$ cat config.mk
export PLATFORM = sky130hd
export DESIGN_NAME = uart_reg_bridge
export DESIGN_NICKNAME = d
export VERILOG_FILES = /design/src/hw/uart_bridge_pkg.sv /design/src/hw/uart_rx.sv /design/src/hw/uart_tx.sv /design/src/hw/frame_decoder.sv /design/src/hw/reg_arbiter.sv /design/src/hw/reg_bank.sv /design/src/hw/uart_reg_bridge.sv
export VERILOG_INCLUDE_DIRS = /design/src /design/src/include
export SDC_FILE = /design/constraint.sdc
export NUM_CORES = 2
export LEC_CHECK = 0
export ABC_AREA = 0
export ABC_CLOCK_PERIOD_IN_PS = 4710
export BUFFER_PORTS_ARGS = -buffer_cell sky130_fd_sc_hd__clkbuf_2
export CORE_MARGIN = 3
export CORE_UTILIZATION = 40
export CTS_BUF_LIST = sky130_fd_sc_hd__clkbuf_8
export DETAILED_ROUTE_END_ITERATION = 7
export PLACE_DENSITY = 0.56
export SETUP_SLACK_MARGIN = 0.15
export SLEW_MARGIN = 20
export SYNTH_ARGS = -nofsm -noshare
export SYNTH_HDL_FRONTEND = slang
export SYNTH_HIERARCHICAL = 1
export SYNTH_SLANG_ARGS = --single-unit
export TNS_END_PERCENT = 1
$ cat constraint.sdc
create_clock -name CLK_50MHZ -period 4.71 [get_ports CLK_50MHZ]
set_input_delay 1.413 -clock CLK_50MHZ [delete_from_list [all_inputs] [get_ports CLK_50MHZ]]
set_output_delay 1.413 -clock CLK_50MHZ [all_outputs]
set_load 0.005 [all_outputs]
$ cat src/include/uart_bridge_macros.svh
`ifndef UART_BRIDGE_MACROS_SVH
`define UART_BRIDGE_MACROS_SVH

// Clock cycles per serial bit
// 16 keeps simulation short
// 434 gives 115200 baud from the 50 MHz clock
`define UART_CLKS_PER_BIT 16

// Half a bit period, for start bit validation
`define UART_HALF_BIT (`UART_CLKS_PER_BIT / 2)

// Bit timer width
// Nine bits cover the 434 cycle setting
`define UART_CNT_W 9

// Register bank depth, one entry per address
`define REG_DEPTH 256

`endif

$ cat src/hw/uart_bridge_pkg.sv
package uart_bridge_pkg;

	// One byte on the serial line
	typedef logic [7:0] byte_t;

	// Register bank address and contents
	typedef logic [7:0] reg_addr_t;
	typedef logic [7:0] reg_data_t;

	// Receiver bit phases
	typedef enum logic [1:0] {
		rx_st_idle,
		rx_st_start,
		rx_st_data,
		rx_st_stop
	} rx_state_t;

	// Frame decoder steps, one per byte then bus and reply
	typedef enum logic [2:0] {
		fr_wait_cmd,
		fr_wait_addr,
		fr_wait_data,
		fr_bus_req,
		fr_wait_tx
	} frame_state_t;

endpackage

$ cat src/hw/uart_rx.sv
`timescale 1ns/1ns
`include "uart_bridge_macros.svh"

module uart_rx (
	input  logic                   CLK_50MHZ,
	input  logic                   rst_n,
	input  logic                   rx,
	output uart_bridge_pkg::byte_t rx_data,
	output logic                   rx_valid
);
	import uart_bridge_pkg::*;

	// Last count of a full bit and of half a bit
	localparam logic [`UART_CNT_W-1:0] bit_last  = `UART_CNT_W'(`UART_CLKS_PER_BIT - 1);
	localparam logic [`UART_CNT_W-1:0] half_last = `UART_CNT_W'(`UART_HALF_BIT - 1);

	logic                   rx_meta;
	logic                   rx_sync;
	rx_state_t              state;
	logic [`UART_CNT_W-1:0] clk_cnt;
	logic [2:0]             bit_idx;
	logic                   bit_tick;

	// Two flop synchronizer, idle line is high
	always_ff @(posedge CLK_50MHZ or negedge rst_n) begin
		if (!rst_n) begin
			rx_meta <= 1'b1;
			rx_sync <= 1'b1;
		end else begin
			rx_meta <= rx;
			rx_sync <= rx_meta;
		end
	end

	// Mid-bit sample point for data and stop bits
	assign bit_tick = (clk_cnt == bit_last);

	//////////////////////////////////////////////////////////////////////
	// Bit phase state machine
	//////////////////////////////////////////////////////////////////////
	always_ff @(posedge CLK_50MHZ or negedge rst_n) begin
		if (!rst_n) begin
			state    <= rx_st_idle;
			clk_cnt  <= '0;
			bit_idx  <= '0;
			rx_valid <= 1'b0;
		end else begin
			rx_valid <= 1'b0;
			case (state)
				rx_st_idle: begin
					clk_cnt <= '0;
					bit_idx <= '0;
					// Falling edge, possible start bit
					if (!rx_sync)
						state <= rx_st_start;
				end
				rx_st_start: begin
					if (clk_cnt == half_last) begin
						clk_cnt <= '0;
						// Still low at half a bit, otherwise a glitch
						state   <= rx_sync ? rx_st_idle : rx_st_data;
					end else begin
						clk_cnt <= clk_cnt + 1'b1;
					end
				end
				rx_st_data: begin
					if (bit_tick) begin
						clk_cnt <= '0;
						bit_idx <= bit_idx + 1'b1;
						if (bit_idx == 3'd7)
							state <= rx_st_stop;
					end else begin
						clk_cnt <= clk_cnt + 1'b1;
					end
				end
				rx_st_stop: begin
					if (bit_tick) begin
						clk_cnt  <= '0;
						// Low stop bit drops the byte
						rx_valid <= rx_sync;
						state    <= rx_st_idle;
					end else begin
						clk_cnt <= clk_cnt + 1'b1;
					end
				end
				default: state <= rx_st_idle;
			endcase
		end
	end

	// Data shift, LSB arrives first
	always_ff @(posedge CLK_50MHZ) begin
		if (state == rx_st_data && bit_tick)
			rx_data <= {rx_sync, rx_data[7:1]};
	end

endmodule

$ cat src/hw/uart_tx.sv
`timescale 1ns/1ns
`include "uart_bridge_macros.svh"

module uart_tx (
	input  logic                   CLK_50MHZ,
	input  logic                   rst_n,
	input  logic                   tx_start,
	input  uart_bridge_pkg::byte_t tx_data,
	output logic                   tx,
	output logic                   tx_busy
);

	// Last cycle of one bit period
	localparam logic [`UART_CNT_W-1:0] bit_last = `UART_CNT_W'(`UART_CLKS_PER_BIT - 1);

	// Stop, data LSB first, start; bit 0 is on the line
	logic [9:0]             frame_q;
	logic [`UART_CNT_W-1:0] clk_cnt;
	logic [3:0]             bit_cnt;

	// Line driven straight from a flop
	assign tx = frame_q[0];

	//////////////////////////////////////////////////////////////////////
	// Frame load and shift
	//////////////////////////////////////////////////////////////////////
	always_ff @(posedge CLK_50MHZ or negedge rst_n) begin
		if (!rst_n) begin
			frame_q <= '1;
			tx_busy <= 1'b0;
			clk_cnt <= '0;
			bit_cnt <= '0;
		end else if (!tx_busy) begin
			clk_cnt <= '0;
			bit_cnt <= '0;
			// Start bit goes out in the next cycle
			if (tx_start) begin
				frame_q <= {1'b1, tx_data, 1'b0};
				tx_busy <= 1'b1;
			end
		end else if (clk_cnt == bit_last) begin
			clk_cnt <= '0;
			// Idle ones fill in from the top
			frame_q <= {1'b1, frame_q[9:1]};
			// Done after the stop bit, ten bits in all
			if (bit_cnt == 4'd9)
				tx_busy <= 1'b0;
			else
				bit_cnt <= bit_cnt + 1'b1;
		end else begin
			clk_cnt <= clk_cnt + 1'b1;
		end
	end

endmodule

$ cat src/hw/frame_decoder.sv
`timescale 1ns/1ns

module frame_decoder (
	input  logic                       CLK_50MHZ,
	input  logic                       rst_n,
	input  uart_bridge_pkg::byte_t     rx_data,
	input  logic                       rx_valid,
	input  logic                       dec_grant,
	input  uart_bridge_pkg::reg_data_t bank_rdata,
	input  logic                       tx_busy,
	output logic                       dec_req,
	output logic                       dec_we,
	output uart_bridge_pkg::reg_addr_t dec_addr,
	output uart_bridge_pkg::reg_data_t dec_wdata,
	output logic                       tx_start,
	output uart_bridge_pkg::byte_t     tx_data
);
	import uart_bridge_pkg::*;

	frame_state_t state;
	// Command bit 0, set for a read
	logic         cmd_rd;
	// Bank read data lands this cycle
	logic         rd_cap;

	//////////////////////////////////////////////////////////////////////
	// Frame sequencing
	//////////////////////////////////////////////////////////////////////
	always_ff @(posedge CLK_50MHZ or negedge rst_n) begin
		if (!rst_n) begin
			state  <= fr_wait_cmd;
			cmd_rd <= 1'b0;
			rd_cap <= 1'b0;
		end else begin
			rd_cap <= 1'b0;
			case (state)
				fr_wait_cmd: begin
					if (rx_valid) begin
						cmd_rd <= rx_data[0];
						state  <= fr_wait_addr;
					end
				end
				fr_wait_addr: begin
					if (rx_valid)
						state <= fr_wait_data;
				end
				fr_wait_data: begin
					if (rx_valid)
						state <= fr_bus_req;
				end
				fr_bus_req: begin
					// Write ends here, read goes on to the reply
					if (dec_grant) begin
						rd_cap <= cmd_rd;
						state  <= cmd_rd ? fr_wait_tx : fr_wait_cmd;
					end
				end
				fr_wait_tx: begin
					if (tx_start)
						state <= fr_wait_cmd;
				end
				default: state <= fr_wait_cmd;
			endcase
		end
	end

	// Request held until the grant pulse
	assign dec_req = (state == fr_bus_req);
	assign dec_we  = ~cmd_rd;

	// Reply once captured and the line is free
	assign tx_start = (state == fr_wait_tx) & ~rd_cap & ~tx_busy;

	// Address, data and reply byte
	always_ff @(posedge CLK_50MHZ) begin
		if (rx_valid && state == fr_wait_addr)
			dec_addr <= rx_data;
		// Read frames carry a don't-care data byte
		if (rx_valid && state == fr_wait_data)
			dec_wdata <= rx_data;
		if (rd_cap)
			tx_data <= bank_rdata;
	end

endmodule

$ cat src/hw/reg_arbiter.sv
`timescale 1ns/1ns

module reg_arbiter (
	input  logic                       CLK_50MHZ,
	input  logic                       rst_n,
	input  logic                       dec_req,
	input  logic                       dec_we,
	input  uart_bridge_pkg::reg_addr_t dec_addr,
	input  uart_bridge_pkg::reg_data_t dec_wdata,
	input  logic                       local_req,
	input  logic                       local_we,
	input  uart_bridge_pkg::reg_addr_t local_addr,
	input  uart_bridge_pkg::reg_data_t local_wdata,
	output logic                       dec_grant,
	output logic                       local_grant,
	output logic                       bank_en,
	output logic                       bank_we,
	output uart_bridge_pkg::reg_addr_t bank_addr,
	output uart_bridge_pkg::reg_data_t bank_wdata
);

	// Local port took the last transaction
	logic last_local;

	// Round robin, loser of the last tie goes first
	assign dec_grant   = dec_req & (~local_req | last_local);
	assign local_grant = local_req & (~dec_req | ~last_local);

	// One transaction per cycle whenever anyone asks
	assign bank_en    = dec_req | local_req;
	assign bank_we    = local_grant ? local_we    : dec_we;
	assign bank_addr  = local_grant ? local_addr  : dec_addr;
	assign bank_wdata = local_grant ? local_wdata : dec_wdata;

	// Winner history
	always_ff @(posedge CLK_50MHZ or negedge rst_n) begin
		if (!rst_n)
			last_local <= 1'b0;
		else if (bank_en)
			last_local <= local_grant;
	end

endmodule

$ cat src/hw/reg_bank.sv
`timescale 1ns/1ns
`include "uart_bridge_macros.svh"

module reg_bank (
	input  logic                       CLK_50MHZ,
	input  logic                       bank_en,
	input  logic                       bank_we,
	input  uart_bridge_pkg::reg_addr_t bank_addr,
	input  uart_bridge_pkg::reg_data_t bank_wdata,
	output uart_bridge_pkg::reg_data_t bank_rdata
);
	import uart_bridge_pkg::*;

	// Register storage
	reg_data_t mem [`REG_DEPTH];

	// Write, or registered read one cycle after enable
	always_ff @(posedge CLK_50MHZ) begin
		if (bank_en) begin
			if (bank_we)
				mem[bank_addr] <= bank_wdata;
			else
				bank_rdata <= mem[bank_addr];
		end
	end

endmodule

$ cat src/hw/uart_reg_bridge.sv
`timescale 1ns/1ns

module uart_reg_bridge (
	input  logic                       CLK_50MHZ,
	input  logic                       rst_n,
	input  logic                       rx,
	input  logic                       local_req,
	input  logic                       local_we,
	input  uart_bridge_pkg::reg_addr_t local_addr,
	input  uart_bridge_pkg::reg_data_t local_wdata,
	output logic                       tx,
	output logic                       local_grant,
	output uart_bridge_pkg::reg_data_t local_rdata
);
	import uart_bridge_pkg::*;

	//////////////////////////////////////////////////////////////////////
	// Internal nets
	//////////////////////////////////////////////////////////////////////
	// Receiver side
	byte_t     rx_data;
	logic      rx_valid;
	// Transmitter side
	byte_t     tx_data;
	logic      tx_start;
	logic      tx_busy;
	// Decoder master
	logic      dec_req;
	logic      dec_we;
	logic      dec_grant;
	reg_addr_t dec_addr;
	reg_data_t dec_wdata;
	// Bank port
	logic      bank_en;
	logic      bank_we;
	reg_addr_t bank_addr;
	reg_data_t bank_wdata;
	reg_data_t bank_rdata;

	uart_rx u_rx (
		.CLK_50MHZ (CLK_50MHZ),
		.rst_n     (rst_n),
		.rx        (rx),
		.rx_data   (rx_data),
		.rx_valid  (rx_valid)
	);

	uart_tx u_tx (
		.CLK_50MHZ (CLK_50MHZ),
		.rst_n     (rst_n),
		.tx_start  (tx_start),
		.tx_data   (tx_data),
		.tx        (tx),
		.tx_busy   (tx_busy)
	);

	frame_decoder u_dec (
		.CLK_50MHZ  (CLK_50MHZ),
		.rst_n      (rst_n),
		.rx_data    (rx_data),
		.rx_valid   (rx_valid),
		.dec_grant  (dec_grant),
		.bank_rdata (bank_rdata),
		.tx_busy    (tx_busy),
		.dec_req    (dec_req),
		.dec_we     (dec_we),
		.dec_addr   (dec_addr),
		.dec_wdata  (dec_wdata),
		.tx_start   (tx_start),
		.tx_data    (tx_data)
	);

	// Serial decoder and local port share the bank
	reg_arbiter u_arb (
		.CLK_50MHZ   (CLK_50MHZ),
		.rst_n       (rst_n),
		.dec_req     (dec_req),
		.dec_we      (dec_we),
		.dec_addr    (dec_addr),
		.dec_wdata   (dec_wdata),
		.local_req   (local_req),
		.local_we    (local_we),
		.local_addr  (local_addr),
		.local_wdata (local_wdata),
		.dec_grant   (dec_grant),
		.local_grant (local_grant),
		.bank_en     (bank_en),
		.bank_we     (bank_we),
		.bank_addr   (bank_addr),
		.bank_wdata  (bank_wdata)
	);

	reg_bank u_bank (
		.CLK_50MHZ  (CLK_50MHZ),
		.bank_en    (bank_en),
		.bank_we    (bank_we),
		.bank_addr  (bank_addr),
		.bank_wdata (bank_wdata),
		.bank_rdata (bank_rdata)
	);

	// Valid the cycle after local_grant
	assign local_rdata = bank_rdata;

endmodule

==> run metrics <==
DR vias 41.8k; vias in the first global route 42.8k; post-synth top area share 76.4%; Worst Path Max Fanout 32; Avg WL per Cell 28.2 um; WHS 0.359 ns; CP max stage delay 0.74 ns; drt via density 5.58; Final ANT Viol Nets 0; GRT Overall Usage about a fifth; Synth area leaders edfxtp_1 (76%), mux4_2 (14%), a22oi_1 (2.4%); DRC Markers 0; htree depth 5; setup TNS 0 ns; initial antenna violation count 6; FP Rows 165; Setup CP Type register to register; slew margin rel. 25.3%; Core ar. slightly above 200000 um^2; Final Hold Viols 0; Hold Path Class register to register; PD cells approximately 400 nW/um^2; FF-to-FF setup slack 0.23 ns; Clock Tree Root clkbuf_8; Setup crit end kind register; Slew @ Worst Pin 1.11 ns; total CTS buffers between 300 and 400; Skew-Pair Late Insertion Delay 1.06 ns; post-synthesis register bit count 2134; Final min period 4.48 ns; CP Data Arrival Time 5.23 ns; status finished clean; Synth area leader edfxtp_1; top_reg_cell synth edfxtp_1; Fill cells 16.7k; gr ovfl total 0; share of cells above drive strength 1 approximately 34%; Post-Syn Area per Cell about 22 um^2; final setup vio count 0; Slew Viols, Final 0; Worst Hold Launch u_rx/rx_meta; Cell variety after synth 65; P&R area growth vs syn 17.6%; largest net degree at the start of global routing 155; LEAKAGE roughly 31 nW; design area 96500 um^2; die area ~210000 um^2; Final period util a little over nine tenths; GPL Wtd Cong 0.808; DRT Wirelength 212000 um; DRC marker count from the first detailed-route iteration 4457; fin util 47.5%; Cells after Synth around 3.8k; Fin Clk Skew 0.0820 ns; CP Launch Point u_dec/state[0]; Die X approximately 460 um; Buffers on Ports 30; cells along the critical path nand2_1 -> nor2_1 -> a21boi_4 -> buf_4 -> mux2_8 -> buf_12 -> buf_12 -> buf_4 -> mux4_2 -> a22oi_1 -> a21oi_1 -> o41ai_1 -> nand4_1; CTS clk-pin slew, worst paths 0.06 ns; Max Fclk 0.223 GHz; Post-CTS Setup Bufs 0; CTS tree done; Commonest cells post-synth edfxtp_1 (2088), mux4_2 (512), nor2_1 (272), a22oi_1 (260), clkbuf_1 (147); worst-path cell with the longest stage delay o41ai_1; io pins 31; Post-Syn Nets 3831; Post-DP Area 89800 um^2; post-synthesis sequential area ratio 77.9%; starting density of the core 40.4%; die height 459 um; worst vdd ir 212 uV; most common cell in the netlist edfxtp_1; RSZ-0062 raised after global routing true; Synth Cell Area 82000 um^2; number of clock sinks 2134; Final nets 4566; share of flip-flops with an asynchronous set or reset 2.16%; Worst Setup Start Kind register; hpwl dp ~130000 um; DRT Pass-1 Iters 5; worst flop-to-flop path startpoint u_dec/state[0]; CTS Buffer Depth 4; max cap viols 0; total power 38.8 mW; Synth Warn # 6; Crit path required time 5.46 ns; number of synthesized flops with an enable pin 2088; first-pass GRT wire length 306000 um
-- stage by stage --
step / worst slack [ns] / std cells
final: 0.228 / 7490
after global routing: 0.0705 / 7487
after CTS: 0.180 / 7478
after detailed placement: -0.511 / 6845
after global placement: -0.965 / 6844
after floorplan: 0.430 / 3804
-- repair_timing --
item | CTS | global route
hold buffers | 0 | 0
gates resized for setup | 0 | 2
endpoints found under the setup margin | 0 | 4
-- kinds of logic after synthesis --
logic type | share of synthesized area [%]
AOI/OAI and AO/OA | 3.93
xor gates and xnor gates | 0.0641
adders and majority gates | 0.0915
buffers and inverters | 1.36
DFF | 77.9
muxes | 14.4
and+or+nand+nor | 2.27
-- critical path, delay by kind of cell (launching register included) --
kind | cells | cell delay, ns
buffers and inverters | 4 | 0.88
AOI/OAI and AO/OA | 4 | 1.42
muxes | 2 | 0.73
and+or+nand+nor | 3 | 0.59
DFF | 1 | 0.49
-- sequential cells by signal, summed over array words and instances (netlist names), 3 cells and up, named ones only --
register / count
u_rx/bit_idx: 3
u_tx/clk_cnt: 9
u_dec/dec_wdata: 8
u_bank/mem: 2048
u_rx/rx_data: 8
u_bank/bank_rdata: 8
u_dec/tx_data: 8
u_tx/frame_q: 9
u_rx/clk_cnt: 9
u_tx/bit_cnt: 4
u_dec/state: 3
u_dec/dec_addr: 8
-- layout by cell type (no fill, tap or decap), types with 3 or more instances in the layout --
cell           n
a211oi_1       4
a21oi_1      135
a22oi_1      260
buf_12        68
buf_4        505
bufinv_16     13
clkbuf_2      30
clkbuf_8     371
clkinv_1      96
clkinv_2      48
clkinvlp_4     8
dfrtp_1       35
dfstp_2       11
diode_2       11
edfxtp_1    2088
ha_1           6
inv_1        106
mux2_2         5
mux2_8        10
mux2i_1        6
mux4_2       512
nand2_1       26
nand2_2       16
nand2b_1      12
nand3_1       15
nand3b_1       4
nand4_1       12
nor2_1       271
nor2b_1        8
nor3_1         3
o211ai_1       4
o21ai_0       10
o221a_1        7
o41ai_1       25
o41ai_2        7
or3_1         10
xnor2_1        4
-- power by group --
part / total, mW / internal (mW) / switching [mW]
Sequential: 21.1 / 21.0 / 0.0932
Combinational: 2.46 / 0.953 / 1.51
Clock: 15.3 / 8.00 / 7.29
Total: 38.8 / 29.9 / 8.89
-- per-layer routing --
layer  vias up  routed length [um]  share of wire [%]  GRT usage (%)
li1      17600                   -                  -              -
met1     22400               89600                 42           28.3
met2      1442              102000                 48           31.9
met3       354               13900                6.6           3.79
met4         0                5640                2.7           5.97
met5         -                   0                  0              0
-- final timing paths --
path	end	depth (start not counted)
max in group asynchronous	u_rx/rx_sync	2
min in group asynchronous	u_dec/state[0]	1
worst max register to register	u_bank/bank_rdata[5]	13
worst min-delay path	u_rx/rx_sync	0
worst max-delay path	u_bank/bank_rdata[5]	13
worst min register to register	u_rx/rx_sync	0
-- cell type report --
| class | instances | area, um^2 | share of cell area, % |
|---|---|---|---|
| timing repair buffer | 605 | 5340 | 5.53 |
| multi-input combinational | 1424 | 17300 | 17.9 |
| tap | 2672 | 3340 | 3.47 |
| inverter | 11 | 41.3 | 0.0428 |
| clock inverter | 262 | 1430 | 1.48 |
| antenna | 11 | 27.5 | 0.0285 |
| sequential | 2134 | 63900 | 66.2 |
| clock buffer | 371 | 5110 | 5.29 |
Note: power is estimated with default switching activity, not from simulation.
